[config.mk]
export PLATFORM = sky130hd
export DESIGN_NAME = pipeline_stats_top
export DESIGN_NICKNAME = d
export VERILOG_FILES = /design/src/logic/stats_pkg.sv /design/src/logic/stream_pkt_counters.sv /design/src/logic/cpu_meta_counters.sv /design/src/logic/fifo_watermarks.sv /design/src/logic/status_regs.sv /design/src/logic/pipeline_stats_top.sv
export SDC_FILE = /design/constraint.sdc
export NUM_CORES = 1
export LEC_CHECK = 0
export BUFFER_PORTS_ARGS = -buffer_cell sky130_fd_sc_hd__buf_2
export CAP_MARGIN = 20
export CORE_MARGIN = 1
export CORE_UTILIZATION = 50
export CTS_CLUSTER_DIAMETER = 40
export DETAILED_ROUTE_END_ITERATION = 8
export HOLD_SLACK_MARGIN = 0.03
export PLACE_DENSITY = 0.71
export SYNTH_ARGS = -nofsm -noshare
export SYNTH_HDL_FRONTEND = slang
export SYNTH_SLANG_ARGS = --single-unit
export TNS_END_PERCENT = 20
[constraint.sdc]
create_clock -name clk_status -period 2.8 [get_ports clk_status]
set_input_delay 0.56 -clock clk_status [delete_from_list [all_inputs] [get_ports clk_status]]
set_output_delay 0.56 -clock clk_status [all_outputs]
set_load 0.005 [all_outputs]
[src/logic/stats_pkg.sv]
`default_nettype none

package stats_pkg;

    localparam int STAT_W      = 32;
    localparam int STAT_ADDR_W = 30;
    localparam int REG_OFFS_W  = 8;
    localparam int BLOCK_SEL_W = 4;

    localparam logic [BLOCK_SEL_W-1:0] TOP_BLOCK = '0;
    localparam logic [STAT_W-1:0]      DEAD_WORD = 32'hDEADBEEF;

    // Handshake bits of one stream tap
    typedef struct packed {
        logic valid;
        logic ready;
        logic eop;
    } stream_tap_t;

    typedef enum logic [1:0] {
        ACTION_DROP    = 2'd0,
        ACTION_MATCH   = 2'd1,
        ACTION_NOMATCH = 2'd2,
        ACTION_CHECK   = 2'd3
    } pdu_action_e;

    typedef struct packed {
        pdu_action_e action;
        logic [25:0] flow_tag;
    } pdu_meta_t;

    // Register map with fill maximums from REG_MAX_FILL_BASE up
    typedef enum logic [REG_OFFS_W-1:0] {
        REG_IN_PKT          = 0,
        REG_OUT_PKT         = 1,
        REG_OUT_1_PKT       = 2,
        REG_CPU_NOMATCH_PKT = 3,
        REG_CPU_MATCH_PKT   = 4,
        REG_CTRL            = 5,
        REG_MAX_FILL_BASE   = 16
    } reg_offs_e;

    typedef struct packed {
        logic [STAT_W-1:0] in_pkt;
        logic [STAT_W-1:0] out_pkt;
        logic [STAT_W-1:0] out_1_pkt;
    } pkt_counts_t;

    typedef struct packed {
        logic [STAT_W-1:0] nomatch;
        logic [STAT_W-1:0] match;
    } meta_counts_t;

endpackage

`default_nettype wire

[src/logic/stream_pkt_counters.sv]
`timescale 1ns/1ps
`default_nettype none

module stream_pkt_counters
    import stats_pkg::*;
(
    input  wire logic        clk_status,
    input  wire logic        rst,
    input  wire stream_tap_t in_tap_i,
    input  wire stream_tap_t out_tap_i,
    input  wire stream_tap_t out_1_tap_i,
    output pkt_counts_t      pkt_counts_o
);

    // Last beat of a packet taken by the sink
    function automatic logic pkt_done(stream_tap_t tap);
        return tap.valid & tap.ready & tap.eop;
    endfunction

    // eop driven on an idle bus
    function automatic logic stray_eop(stream_tap_t tap);
        return tap.eop & ~tap.valid;
    endfunction

    //////////////////////////////
    // Packet counters
    //////////////////////////////

    always_ff @(posedge clk_status) begin
        if (rst) begin
            pkt_counts_o <= '0;
        end else begin
            if (pkt_done(in_tap_i)) begin
                pkt_counts_o.in_pkt <= pkt_counts_o.in_pkt + 1'b1;
            end
            if (pkt_done(out_tap_i)) begin
                pkt_counts_o.out_pkt <= pkt_counts_o.out_pkt + 1'b1;
            end
            if (pkt_done(out_1_tap_i)) begin
                pkt_counts_o.out_1_pkt <= pkt_counts_o.out_1_pkt + 1'b1;
            end
        end
    end

    // Sources must qualify eop with valid on every tap
    a_eop_needs_valid: assert property (
        @(posedge clk_status) disable iff (rst)
        !(stray_eop(in_tap_i) || stray_eop(out_tap_i) || stray_eop(out_1_tap_i))
    ) else $error("eop seen on a stream tap without valid");

endmodule

`default_nettype wire

[src/logic/cpu_meta_counters.sv]
`timescale 1ns/1ps
`default_nettype none

module cpu_meta_counters
    import stats_pkg::*;
(
    input  wire logic      clk_status,
    input  wire logic      rst,
    input  wire pdu_meta_t pdu_meta_i,
    input  wire logic      pdu_meta_valid_i,
    input  wire logic      pdu_meta_ready_i,
    output meta_counts_t   meta_counts_o
);

    logic meta_accept;

    assign meta_accept = pdu_meta_valid_i & pdu_meta_ready_i;

    always_ff @(posedge clk_status) begin
        if (rst) begin
            meta_counts_o <= '0;
        end else if (meta_accept) begin
            case (pdu_meta_i.action)
                ACTION_MATCH: begin
                    meta_counts_o.match <= meta_counts_o.match + 1'b1;
                end
                ACTION_NOMATCH: begin
                    meta_counts_o.nomatch <= meta_counts_o.nomatch + 1'b1;
                end
                // Drop and check records are not counted here
                default: begin
                end
            endcase
        end
    end

    a_action_known: assert property (
        @(posedge clk_status) disable iff (rst)
        meta_accept |-> !$isunknown(pdu_meta_i.action)
    ) else $error("CPU metadata accepted with unknown action");

endmodule

`default_nettype wire

[src/logic/fifo_watermarks.sv]
`timescale 1ns/1ps
`default_nettype none

module fifo_watermarks
    import stats_pkg::*;
#(
    parameter int NUM_FIFOS = 5,
    parameter int FILL_W    = 16
) (
    input  wire logic                           clk_status,
    input  wire logic                           rst,
    input  wire logic [NUM_FIFOS-1:0][FILL_W-1:0] fill_levels_i,
    output logic      [NUM_FIFOS-1:0][FILL_W-1:0] watermarks_o
);

    // Running maximum per FIFO
    always_ff @(posedge clk_status) begin
        if (rst) begin
            watermarks_o <= '0;
        end else begin
            for (int i = 0; i < NUM_FIFOS; i++) begin
                if (fill_levels_i[i] > watermarks_o[i]) begin
                    watermarks_o[i] <= fill_levels_i[i];
                end
            end
        end
    end

    for (genvar g = 0; g < NUM_FIFOS; g++) begin : g_mark_chk
        a_no_decrease: assert property (
            @(posedge clk_status) disable iff (rst)
            watermarks_o[g] >= $past(watermarks_o[g])
        ) else $error("watermark %0d decreased", g);
    end

    // Width must fit in a status word
    initial begin
        assert (FILL_W <= STAT_W) else $fatal(1, "FILL_W wider than status word");
    end

endmodule

`default_nettype wire

[src/logic/status_regs.sv]
`timescale 1ns/1ps
`default_nettype none

module status_regs
    import stats_pkg::*;
#(
    parameter int NUM_FIFOS = 5,
    parameter int FILL_W    = 16
) (
    input  wire logic                             clk_status,
    input  wire logic                             rst,
    input  wire pkt_counts_t                      pkt_counts_i,
    input  wire meta_counts_t                     meta_counts_i,
    input  wire logic [NUM_FIFOS-1:0][FILL_W-1:0] watermarks_i,
    input  wire logic [STAT_ADDR_W-1:0]           status_addr_i,
    input  wire logic                             status_read_i,
    input  wire logic                             status_write_i,
    input  wire logic [STAT_W-1:0]                status_writedata_i,
    output logic      [STAT_W-1:0]                status_readdata_o,
    output logic                                  status_readdata_valid_o,
    output logic      [STAT_W-1:0]                ctrl_o
);

    logic [BLOCK_SEL_W-1:0] blk_q;
    logic [REG_OFFS_W-1:0]  offs_q;
    logic                   read_q;
    logic                   write_q;
    logic [STAT_W-1:0]      wdata_q;
    logic                   in_block;
    logic [REG_OFFS_W-1:0]  fill_idx;
    logic [STAT_W-1:0]      read_word;
    logic                   rd_req_in_block;

    //////////////////////////////
    // Request stage
    //////////////////////////////

    always_ff @(posedge clk_status) begin
        if (rst) begin
            read_q  <= 1'b0;
            write_q <= 1'b0;
        end else begin
            read_q  <= status_read_i;
            write_q <= status_write_i;
        end
    end

    always_ff @(posedge clk_status) begin
        blk_q   <= status_addr_i[STAT_ADDR_W-1 -: BLOCK_SEL_W];
        offs_q  <= status_addr_i[REG_OFFS_W-1:0];
        wdata_q <= status_writedata_i;
    end

    assign in_block = (blk_q == TOP_BLOCK);
    assign fill_idx = offs_q - REG_MAX_FILL_BASE;

    // Register select
    always_comb begin
        case (offs_q)
            REG_IN_PKT:          read_word = pkt_counts_i.in_pkt;
            REG_OUT_PKT:         read_word = pkt_counts_i.out_pkt;
            REG_OUT_1_PKT:       read_word = pkt_counts_i.out_1_pkt;
            REG_CPU_NOMATCH_PKT: read_word = meta_counts_i.nomatch;
            REG_CPU_MATCH_PKT:   read_word = meta_counts_i.match;
            REG_CTRL:            read_word = ctrl_o;
            default: begin
                if (offs_q >= REG_MAX_FILL_BASE &&
                    offs_q < REG_MAX_FILL_BASE + NUM_FIFOS) begin
                    read_word = STAT_W'(watermarks_i[fill_idx]);
                end else begin
                    read_word = DEAD_WORD;
                end
            end
        endcase
    end

    //////////////////////////////
    // Response and control
    //////////////////////////////

    always_ff @(posedge clk_status) begin
        if (rst) begin
            status_readdata_valid_o <= 1'b0;
            ctrl_o                  <= '0;
        end else begin
            status_readdata_valid_o <= read_q & in_block;
            // Writes to other offsets are dropped
            if (write_q && in_block && offs_q == REG_CTRL) begin
                ctrl_o <= wdata_q;
            end
        end
    end

    always_ff @(posedge clk_status) begin
        if (read_q && in_block) begin
            status_readdata_o <= read_word;
        end
    end

    assign rd_req_in_block = status_read_i &&
                             (status_addr_i[STAT_ADDR_W-1 -: BLOCK_SEL_W] == TOP_BLOCK);

    // One response per in-block read, two edges after the strobe
    a_read_latency: assert property (
        @(posedge clk_status) disable iff (rst)
        status_readdata_valid_o == $past(rd_req_in_block, 2)
    ) else $error("status read response out of step with request");

endmodule

`default_nettype wire

[src/logic/pipeline_stats_top.sv]
`timescale 1ns/1ps
`default_nettype none

module pipeline_stats_top
    import stats_pkg::*;
#(
    parameter int NUM_FIFOS = 5,
    parameter int FILL_W    = 16
) (
    input  wire logic                             clk_status,
    input  wire logic                             rst,
    input  wire stream_tap_t                      in_tap_i,
    input  wire stream_tap_t                      out_tap_i,
    input  wire stream_tap_t                      out_1_tap_i,
    input  wire pdu_meta_t                        pdu_meta_i,
    input  wire logic                             pdu_meta_valid_i,
    input  wire logic                             pdu_meta_ready_i,
    input  wire logic [NUM_FIFOS-1:0][FILL_W-1:0] fill_levels_i,
    input  wire logic [STAT_ADDR_W-1:0]           status_addr_i,
    input  wire logic                             status_read_i,
    input  wire logic                             status_write_i,
    input  wire logic [STAT_W-1:0]                status_writedata_i,
    output logic      [STAT_W-1:0]                status_readdata_o,
    output logic                                  status_readdata_valid_o,
    output logic      [STAT_W-1:0]                ctrl_o
);

    pkt_counts_t                      pkt_counts;
    meta_counts_t                     meta_counts;
    logic [NUM_FIFOS-1:0][FILL_W-1:0] watermarks;

    stream_pkt_counters u_pkt_cnt (
        .clk_status   (clk_status),
        .rst          (rst),
        .in_tap_i     (in_tap_i),
        .out_tap_i    (out_tap_i),
        .out_1_tap_i  (out_1_tap_i),
        .pkt_counts_o (pkt_counts)
    );

    cpu_meta_counters u_meta_cnt (
        .clk_status       (clk_status),
        .rst              (rst),
        .pdu_meta_i       (pdu_meta_i),
        .pdu_meta_valid_i (pdu_meta_valid_i),
        .pdu_meta_ready_i (pdu_meta_ready_i),
        .meta_counts_o    (meta_counts)
    );

    fifo_watermarks #(
        .NUM_FIFOS (NUM_FIFOS),
        .FILL_W    (FILL_W)
    ) u_marks (
        .clk_status    (clk_status),
        .rst           (rst),
        .fill_levels_i (fill_levels_i),
        .watermarks_o  (watermarks)
    );

    status_regs #(
        .NUM_FIFOS (NUM_FIFOS),
        .FILL_W    (FILL_W)
    ) u_regs (
        .clk_status              (clk_status),
        .rst                     (rst),
        .pkt_counts_i            (pkt_counts),
        .meta_counts_i           (meta_counts),
        .watermarks_i            (watermarks),
        .status_addr_i           (status_addr_i),
        .status_read_i           (status_read_i),
        .status_write_i          (status_write_i),
        .status_writedata_i      (status_writedata_i),
        .status_readdata_o       (status_readdata_o),
        .status_readdata_valid_o (status_readdata_valid_o),
        .ctrl_o                  (ctrl_o)
    );

endmodule

`default_nettype wire

# After elaboration in Yosys (flattened, before gate mapping)

Index checks and enable logic that the tools add are counted.

Register bits after elaboration: 351
Output and inout port bits: 65
Input bits: 185
Logic and storage cells: 59

Add/sub/neg operators: 6
Equality and inequality tests: 7
Order comparisons: 8
Multiplexer cells: 4
Reductions and logical operators: 8
Bitwise operators: 8

Operators by type and width:

| kind                                                | number |
|---|---|
| one-hot mux 32 bit (6 select lines)                 | 1 |
| adder 32 x 1 -> 32 bit, second input constant       | 5 |
| > comparator 16 bit                                 | 5 |
| binary-select mux 16 bit (select 3 bit)             | 1 |
| two-way mux 32 bit                                  | 1 |
| equality test 8 x 2 -> 1 bit, second input constant | 2 |
| equality test 8 x 3 -> 1 bit, second input constant | 2 |
| two-way mux 16 bit                                  | 1 |
| AND 1 bit                                           | 8 |
| equality test 8 x 1 -> 1 bit, second input constant | 1 |
| >= comparator 8 x 5 -> 1 bit, second input constant | 1 |
| logical NOT 8 bit                                   | 1 |
| < comparator 8 x 4 -> 1 bit, second input constant  | 1 |
| < comparator 8 x 5 -> 1 bit, second input constant  | 1 |
| subtractor 8 x 5 -> 8 bit, second input constant    | 1 |
| logical AND 1 bit                                   | 4 |
| logical NOT 4 bit                                   | 1 |
| AND reduction 2 bit                                 | 2 |
| equality test 2 x 1 -> 1 bit, second input constant | 1 |
| equality test 2 bit, second input constant          | 1 |

# Logic depth before layout (Yosys ltp)

Gate-level depths: netlist of run 1.

Word-level depth: 5
Mapped depth: 8
Mapped depth without buffers: 7

# Modules after synthesis

From an unflattened synthesis of run 1, not the netlist that was laid out.

Cells, all modules: 2020
Area total of the unflattened synthesis: 18567.8 um2

Modules (own cells, without submodules):

| module              | cells an instance | area each (um2) | times used | sequential area each (um2) |
|---|---|---|---|---|
| status_regs         | 534               | 5586.6          | 1          | 2542.4 |
| fifo_watermarks     | 589               | 5316.3          | 1          | 1601.5 |
| stream_pkt_counters | 530               | 4551.9          | 1          | 1921.8 |
| cpu_meta_counters   | 367               | 3113.0          | 1          | 1281.2 |

# Worst setup path after synthesis of run 1

OpenSTA, ideal clock, no wires.

Path type: input to register
From: in fill_levels_i[49] (netlist bit)
To: reg u_marks.watermarks_o[53] (netlist bit)
Data required time: 2740 ps
Slack: 245 ps
Stages: 7
Arrival: 2495 ps
Buffers on the path: 1
Library setup time: 60 ps
Cells stage by stage: ha_1 nor2b_1 o211ai_1 a2111o_1 a311oi_1 clkbuf_1 a22o_1

Longest elaborated chain between the ends: 1

Ends and longest elaborated chain:

| element                       | line                     | RTL |
|---|---|---|
| start, declared               | pipeline_stats_top.sv:18 | `input wire logic [NUM_FIFOS-1:0][FILL_W-1:0] fill_levels_i,` |
| > comparator 16 bit           | fifo_watermarks.sv:22    | `if (fill_levels_i[i] > watermarks_o[i]) begin` |
| end signal, assigned by index | fifo_watermarks.sv:23    | `watermarks_o[i] <= fill_levels_i[i];` |
| end, declared                 | fifo_watermarks.sv:13    | `output logic [NUM_FIFOS-1:0][FILL_W-1:0] watermarks_o` |

No other way between the ends.
A chain may end at the register's enable or synchronous reset.

# Final worst setup path of run 1

From: reg u_meta_cnt.meta_counts_o[6] (netlist bit)
To: reg u_meta_cnt.meta_counts_o[29] (netlist bit)

Longest elaborated chain between the ends: 1

Ends and longest elaborated chain:

| element                | line                    | RTL |
|---|---|---|
| start, declared        | cpu_meta_counters.sv:12 | `output meta_counts_t meta_counts_o` |
| adder 32 x 1 -> 32 bit | cpu_meta_counters.sv:25 | `meta_counts_o.match <= meta_counts_o.match + 1'b1;` |

No other way between the ends.

==> results.cfg, run 1 <==
[floorplan]
die_h_um = 187
num_rows = 67
ios = 250
coreArea_um2 = 33700
die_area_um2 = 35100
die_width_um = 187
start_util = 0.510

[yosys]
synth_top_area_share = 0.372
synth.avg_cell_area_um2 = 9.21
netlist_area_um2 = 17200
synth_enable_flop_cells = 32
synthArstFlopShare = 0
yosysSeqAreaShare = 0.428
yosysUniqueCellTypes = 59
yosysMostFrequentCell = dfxtp_1
syn-num-nets = 2135
synth_top_area_cell = dfxtp_1
ys_ff_latch = 351
synth_common_cells = dfxtp_1, nor2_1, nand2_1
synthCells = 1865
synthTopCellsByArea = dfxtp_1, ha_1, edfxtp_1
synth_ff_type = dfxtp_1
yosysWarningCount = 0

[finish]
drive_gt1_frac = 0.194
fillers = 2881
final_cells = 2563
seq_area_um2 = 7360
nNetsFinal = 2341
final_area_um2 = 20600
multi_input_area_um2 = 9030
area_delta_synth_final_pct = 19.7

[place]
dp.cells = 2468
hpwl_mm = 36.9
routabilityCongestion = 0.930
io_buffers = 205
place_area_um2 = 18900

[detailed_routing]
post-route-drc-count = 0
ant_nets = 0
wl_per_cell_um = 19.5
drt_iter0_drc = 1319
wl_mm = 50.1
num_vias = 15263
first_pass_iters = 5
viasPerCell = 5.96

[setup_path]
critPathMaxStageDelay_ns = 0.73
worstSetupPathType = flop to flop
crit_required_ns = 3.28
cpLargestDelayFamily = simple AND/OR/NAND/NOR gates
crit_buf_inv = 0
worstSetupEndpointType = flop
crit_fanout = 10
crit_cells = 5
path_cells = and4_1 -> nand4_2 -> or4_1 -> or3_1 -> a21oi_1
critical_path_arrival_ns = 2.92
cpMaxStageDelayCell = or4_1
reg2reg_depth = 5
critPathLaunchType = flop

[run]
cap_violations = 0

[cts]
root_buffer = clkbuf_16
clkSlewWorstSetupHoldPaths_ns = 0.06
clockBufferDepth = 3
cts-resized-gates = 0
cts_setup_buffers = 0
clk_latency_ns = 0.55
hold_buffers = 0
cts_inserted_buffers = 49
cts_tree = built
cts_max_level = 2
clock_sinks = 351

[hold_path]
whs_path_depth = 1
hold_class = input pin to flop

[timing]
min_period_ns = 2.44
fin_skew_ns = 0.0182
finalSetupViolations = 0
tightest_slew_ns = 0.906
setup_tns_ns = 0
slew_headroom = 0.396
period_share = 0.870
fmax_mhz = 410
drv_slew = 0
rsz0062_at_grt = false
hold_viol = 0

[global_routing]
grt_antenna_before_repair = 5
grt_pass1_vias = 14320
grt_pass1_wl_mm = 78.3
grt_usage = 0.281
grt_max_degree = 135
gr-total-overflow = 0

[power]
power_leakage_nw = 7.88
powerDensity_nw_per_um2 = 635
vdd_ir_drop_max_uv = 538

[run_status]
status = complete, no violations
power breakdown:
part / switching, W / internal, W / total, W / leakage (nW)
Clock: 0.00249 / 0.00383 / 0.00632 / 0.815
Combinational: 0.000689 / 0.000589 / 0.00128 / 4.13
Sequential: 0.000198 / 0.00526 / 0.00545 / 2.94
final timing paths:
path                          startpoint                      endpoint  slack [ns]
max          u_meta_cnt.meta_counts_o[6]  u_meta_cnt.meta_counts_o[29]        0.36
min               status_writedata_i[31]            u_regs.wdata_q[31]        0.10
max reg2reg  u_meta_cnt.meta_counts_o[6]  u_meta_cnt.meta_counts_o[29]        0.36
min reg2reg            u_regs.wdata_q[5]              u_regs.ctrl_o[5]        0.44
stage by stage:
stage	total power [W]	hold WS, ns	util	worst slack [ns]
after floorplan	0.00631	0.422	-	0.245
after detailed placement	0.00680	0.429	0.560	0.254
final	0.0131	0.101	0.610	0.363
after global placement	0.00675	0.428	0.560	0.263
after CTS	0.0131	0.0867	0.610	0.400
after global routing	0.0135	0.0856	0.610	0.208
cell type report:
cell class	count	area share
multi-input combinational	1297	0.439
sequential	351	0.358
timing repair buffer	262	0.0728
clock buffer	52	0.0617
tap	448	0.0273
clock inverter	39	0.0204
inverter	110	0.0201
antenna	4	0.000487
sequential cells by signal, summed over array words and instances (netlist names), 4 cells and up:
register,flops
u_marks.watermarks_o,80
u_regs.wdata_q,32
u_regs.status_readdata_o,32
u_regs.ctrl_o,32
u_regs.offs_q,8
u_regs.blk_q,4
u_pkt_cnt.pkt_counts_o,96
u_meta_cnt.meta_counts_o,64
per-layer routing:
layer | GRT usage | up-vias | wire (um)
met2 | 0.434 | 648 | 22000
met4 | 0.0955 | 0 | 1590
li1 | - | 7217 | -
met3 | 0.0490 | 99 | 4430
met1 | 0.396 | 7299 | 22100
met5 | 0 | - | 0
placed cells by master (no fill, tap or decap), types with 17 or more instances in the layout:
cell | synthesis | final
a22o_1 | 83 | 83
mux2_2 | 19 | 19
inv_1 | 108 | 108
o21ai_0 | 70 | 70
nor3_1 | 32 | 31
nor2_1 | 164 | 164
nor4_1 | 33 | 33
mux4_2 | 24 | 24
buf_2 | 10 | 204
mux2i_1 | 48 | 48
nand3_1 | 50 | 50
o22ai_1 | 17 | 17
clkbuf_16 | 0 | 50
and3_1 | 22 | 22
and4_1 | 25 | 25
xnor2_1 | 68 | 68
ha_1 | 85 | 85
or3_1 | 38 | 38
nand2_1 | 139 | 139
buf_4 | 0 | 54
a21oi_1 | 135 | 135
edfxtp_1 | 32 | 32
dfxtp_1 | 319 | 316
nand4_1 | 55 | 55
xor2_1 | 39 | 39
a22oi_1 | 19 | 19
cells by family after synthesis:
group                    Yosys count  share of synthesized area
XOR/XNOR                         107                     0.0546
buffers and inverters            217                     0.0486
adder cells (fa/ha/maj)           85                     0.0619
multiplexers                      91                     0.0719
AND/OR/NAND/NOR                  604                      0.176
flip-flops                       351                      0.428
AO/OA/AOI/OAI                    410                      0.159
Note: power is estimated with default switching activity, not from simulation.
==> inputs of run 2 (changes only) <==
Settings changed: CORE_UTILIZATION 50 to 58, PLACE_DENSITY 0.71 to 0.81, RECOVER_POWER set to 50.
==> results.cfg, run 2 (synthesis results as in run 1) <==
[detailed_routing]
num_vias = 15637
wl_per_cell_um = 20.0
first_pass_iters = 6
post-route-drc-count = 0
ant_nets = 0
viasPerCell = 6.29
drt_iter0_drc = 1910
wl_mm = 49.7

[floorplan]
start_util = 0.594
die_area_um2 = 30300
coreArea_um2 = 28900
num_rows = 62
die_h_um = 174
ios = 250
die_width_um = 174

[global_routing]
grt_pass1_wl_mm = 78.2
grt_pass1_vias = 14736
grt_antenna_before_repair = 3
gr-total-overflow = 0
grt_max_degree = 169
grt_usage = 0.325

[cts]
hold_buffers = 0
cts_setup_buffers = 0
clock_sinks = 351
clk_latency_ns = 0.56
clockBufferDepth = 3
cts_tree = built
cts-resized-gates = 0
clkSlewWorstSetupHoldPaths_ns = 0.06
cts_inserted_buffers = 45
cts_max_level = 2
root_buffer = clkbuf_16

[finish]
final_cell_mix = dfxtp_1, buf_2, nor2_1
nNetsFinal = 2331
drive_gt1_frac = 0.171
reg.largest.list = u_pkt_cnt.pkt_counts_o (96), u_marks.watermarks_o (80), u_meta_cnt.meta_counts_o (64)
largest_reg_flops = 96
final_cells = 2485
area_delta_synth_final_pct = 17.6
max_flop_register = u_pkt_cnt.pkt_counts_o
mostFrequentLayoutCell = dfxtp_1

[hold_path]
whs_path_depth = 1
hold_class = input pin to flop
hp-start = status_writedata_i[11]
hold_end = u_regs.wdata_q[11]

[timing]
slew_headroom = -0.333
drv_slew = 169
period_share = 0.888
hold_viol = 0
fmax_mhz = 402
tightest_slew_ns = 2.00
setup_tns_ns = 0
rsz0062_at_grt = false
fin_skew_ns = 0.0200
finalSetupViolations = 0
min_period_ns = 2.49

[power]
cell_internal_pwr_w = 0.00917
vdd_ir_drop_max_uv = 519
switchingPower_w = 0.00334
power.total_w = 0.0125
pwr-share-comb = 0.104
powerDensity_nw_per_um2 = 619
swShare = 0.267
power_leakage_nw = 7.62
clock_power_share = 0.461
pwr-share-seq = 0.435

[setup_path]
worstSetupPathType = flop to flop
worstReg2RegStart = u_meta_cnt.meta_counts_o[7]
critical_path_arrival_ns = 2.92
critPathLaunchType = flop
reg2reg_setup_slack_ns = 0.31
timing.rr.end = u_meta_cnt.meta_counts_o[29]
crit_required_ns = 3.24
reg2reg_depth = 5
crit_fanout = 10
worstSetupEndpointType = flop

[run]
cap_violations = 1

[place]
io_buffers = 205
routabilityCongestion = 0.934
dp.cells = 2398
hpwl_mm = 36.2

[run_status]
violations = max-capacitance violations, max-slew violations
status = finished, violations left
## run 2: changes by cell type in the layout (fill, tap and decap cells not counted), moves of 4 or more
cell	change
buf_4	-9
clkbuf_16	-4
buf_2	-39
clkbuf_1	+41
## run 2: routing by layer
metal / wire, um / vias up / global-route usage
met3: 5210 / 142 / 0.0560
met1: 20300 / 7438 / 0.444
met5: 0 / - / 0
met2: 22200 / 868 / 0.508
li1: - / 7189 / -
met4: 2040 / 0 / 0.136
## run 2: critical path, cell delays in order (launching register included)
cell and delay (ns):
dfxtp_1 0.50, and4_1 0.34, nand4_2 0.26, or4_1 0.74, or3_1 0.37, a21oi_1 0.15
## run 2: worst max path at each step
stage          cells past startpoint                      endpoint                         from
6_report                           5  u_meta_cnt.meta_counts_o[29]  u_meta_cnt.meta_counts_o[7]
3_5_place_dp                       7      u_marks.watermarks_o[43]            fill_levels_i[43]
4_1_cts                            5  u_meta_cnt.meta_counts_o[29]  u_meta_cnt.meta_counts_o[6]
3_3_place_gp                       7  u_meta_cnt.meta_counts_o[30]               pdu_meta_i[27]
5_1_grt                            5  u_meta_cnt.meta_counts_o[29]  u_meta_cnt.meta_counts_o[6]
2_1_floorplan                      7      u_marks.watermarks_o[53]            fill_levels_i[49]
## run 2: final cells by class
cell class | instances | area (um^2)
inverter | 110 | 413
timing repair buffer | 256 | 1410
fill | 2214 | 8720
multi-input combinational | 1297 | 9030
sequential | 351 | 7360
clock inverter | 34 | 337
clock buffer | 50 | 1180
antenna | 3 | 7.51
tap | 384 | 480
## run 2: metrics by stage
step	instance area, um^2	setup WS (ns)	util	hold slack, ns
2_1_floorplan	17200	0.245	-	0.422
5_1_grt	20200	0.244	0.698	0.0935
3_5_place_dp	18800	0.249	0.648	0.428
3_3_place_gp	18800	0.316	0.648	0.425
6_report	20200	0.314	0.698	0.107
4_1_cts	20300	0.401	0.700	0.0997
## run 2: power groups by stage
stage                     registers, W  logic, W  clock network, W
final                          0.00544   0.00130           0.00577
after global routing           0.00545   0.00143           0.00603
after CTS                      0.00543   0.00128           0.00580
after detailed placement       0.00554   0.00126                 0
after global placement         0.00554   0.00120                 0
after floorplan                0.00545  0.000852                 0
==> inputs of run 3 (changes only) <==
Settings changed: CORE_ASPECT_RATIO set to 0.6.
==> results.cfg, run 3 (synthesis results as in run 1) <==
[run_status]
status = finished, violations left
violations = max-capacitance violations, max-slew violations

[finish]
mostFrequentLayoutCell = dfxtp_1
drive_gt1_frac = 0.160
reg.largest.list = u_pkt_cnt.pkt_counts_o (96), u_marks.watermarks_o (80), u_meta_cnt.meta_counts_o (64)
multi_input_area_um2 = 9030
nNetsFinal = 2330
area_delta_synth_final_pct = 16.4
fillers = 2249
max_flop_register = u_pkt_cnt.pkt_counts_o
final_cell_mix = dfxtp_1, nor2_1, buf_2
seq_area_um2 = 7360
largest_reg_flops = 96

[setup_path]
worstSetupEndpointType = flop
crit_required_ns = 3.20
critical_path_arrival_ns = 3.08
worstSetupPathType = input pin to flop
crit_fanout = 62
reg2reg_setup_slack_ns = 0.18
critPathLaunchType = input pin

[timing]
tightest_slew_ns = 1.74
fmax_mhz = 373
slew_headroom = -0.161
finalSetupViolations = 0
fin_skew_ns = 0.0176
drv_slew = 37
hold_viol = 0
setup_tns_ns = 0
rsz0062_at_grt = false
min_period_ns = 2.68
period_share = 0.957

[floorplan]
ios = 250
start_util = 0.593
die_h_um = 135
num_rows = 48
die_width_um = 224
coreArea_um2 = 28900
die_area_um2 = 30300

[power]
vdd_ir_drop_max_uv = 457
powerDensity_nw_per_um2 = 597
power_leakage_nw = 7.48
power.total_w = 0.0119

[run]
cap_violations = 1

[detailed_routing]
wl_mm = 52.9
drt_iter0_drc = 1810
ant_nets = 0
first_pass_iters = 5
viasPerCell = 6.22
wl_per_cell_um = 21.2
num_vias = 15506
post-route-drc-count = 0

[cts]
root_buffer = clkbuf_16
cts-resized-gates = 0
clockBufferDepth = 3
cts_inserted_buffers = 39
cts_max_level = 2
cts_setup_buffers = 0
cts_tree = built
clock_sinks = 351
hold_buffers = 0
clk_latency_ns = 0.55
clkSlewWorstSetupHoldPaths_ns = 0.06

[global_routing]
grt_pass1_vias = 14214
gr-total-overflow = 0
grt_max_degree = 63
grt_antenna_before_repair = 2
grt_usage = 0.349
grt_pass1_wl_mm = 80.8

[place]
routabilityCongestion = 1.02
hpwl_mm = 40.1
io_buffers = 205

[hold_path]
hold_class = input pin to flop
-- run 3: cell types whose count changed in the layout (fill, tap and decap cells not counted), moves of 3 or more --
cell / delta
inv_6: -4
buf_4: +3
buf_2: -10
clkbuf_1: +16
clkbuf_16: -6
inv_8: -4
-- run 3: worst max-delay path, cell delays in order --
cell and delay, ns:
clkbuf_1 0.70, clkbuf_2 0.93, buf_4 0.72, a21oi_1 0.11
-- run 3: per-stage QoR --
stage	hold WS, ns	instances	util	area (um^2)	setup slack (ns)
floorplan	0.422	1865	-	17200	0.245
global placement	0.425	2419	0.649	18800	0.209
detailed placement	0.427	2419	0.649	18800	0.154
CTS	0.0937	2491	0.693	20100	0.241
global route	0.0957	2493	0.691	20000	0.00935
finish	0.103	2493	0.691	20000	0.119
-- run 3: cell type report --
class | count | share of cell area
well taps | 400 | 0.0250
repair buffers | 261 | 0.0703
diodes | 2 | 0.000250
flip-flops and latches | 351 | 0.368
multi-input cells | 1297 | 0.452
clock buffers | 49 | 0.0533
inverters | 110 | 0.0207
clock inverters | 23 | 0.0110
-- run 3: layer usage --
layer	vias up	wire length, um	global-route usage
met5	-	0	0
met4	0	852	0.0771
met3	77	8180	0.139
met2	853	20500	0.467
met1	7371	23400	0.518
li1	7205	-	-
-- run 3: final timing paths --
check,start,to,cells past startpoint
setup / recovery,rst,u_regs.ctrl_o[18],4
hold / removal,status_writedata_i[27],u_regs.wdata_q[27],1
setup reg to reg,u_marks.watermarks_o[71],u_marks.watermarks_o[76],7
hold reg to reg,u_regs.wdata_q[26],u_regs.ctrl_o[26],2
-- run 3: power breakdown --
part	internal, W	total [W]	switching, W	leakage (nW)
registers	0.00525	0.00553	0.000276	2.94
clock network	0.00287	0.00513	0.00226	0.632
logic	0.000589	0.00128	0.000687	3.91
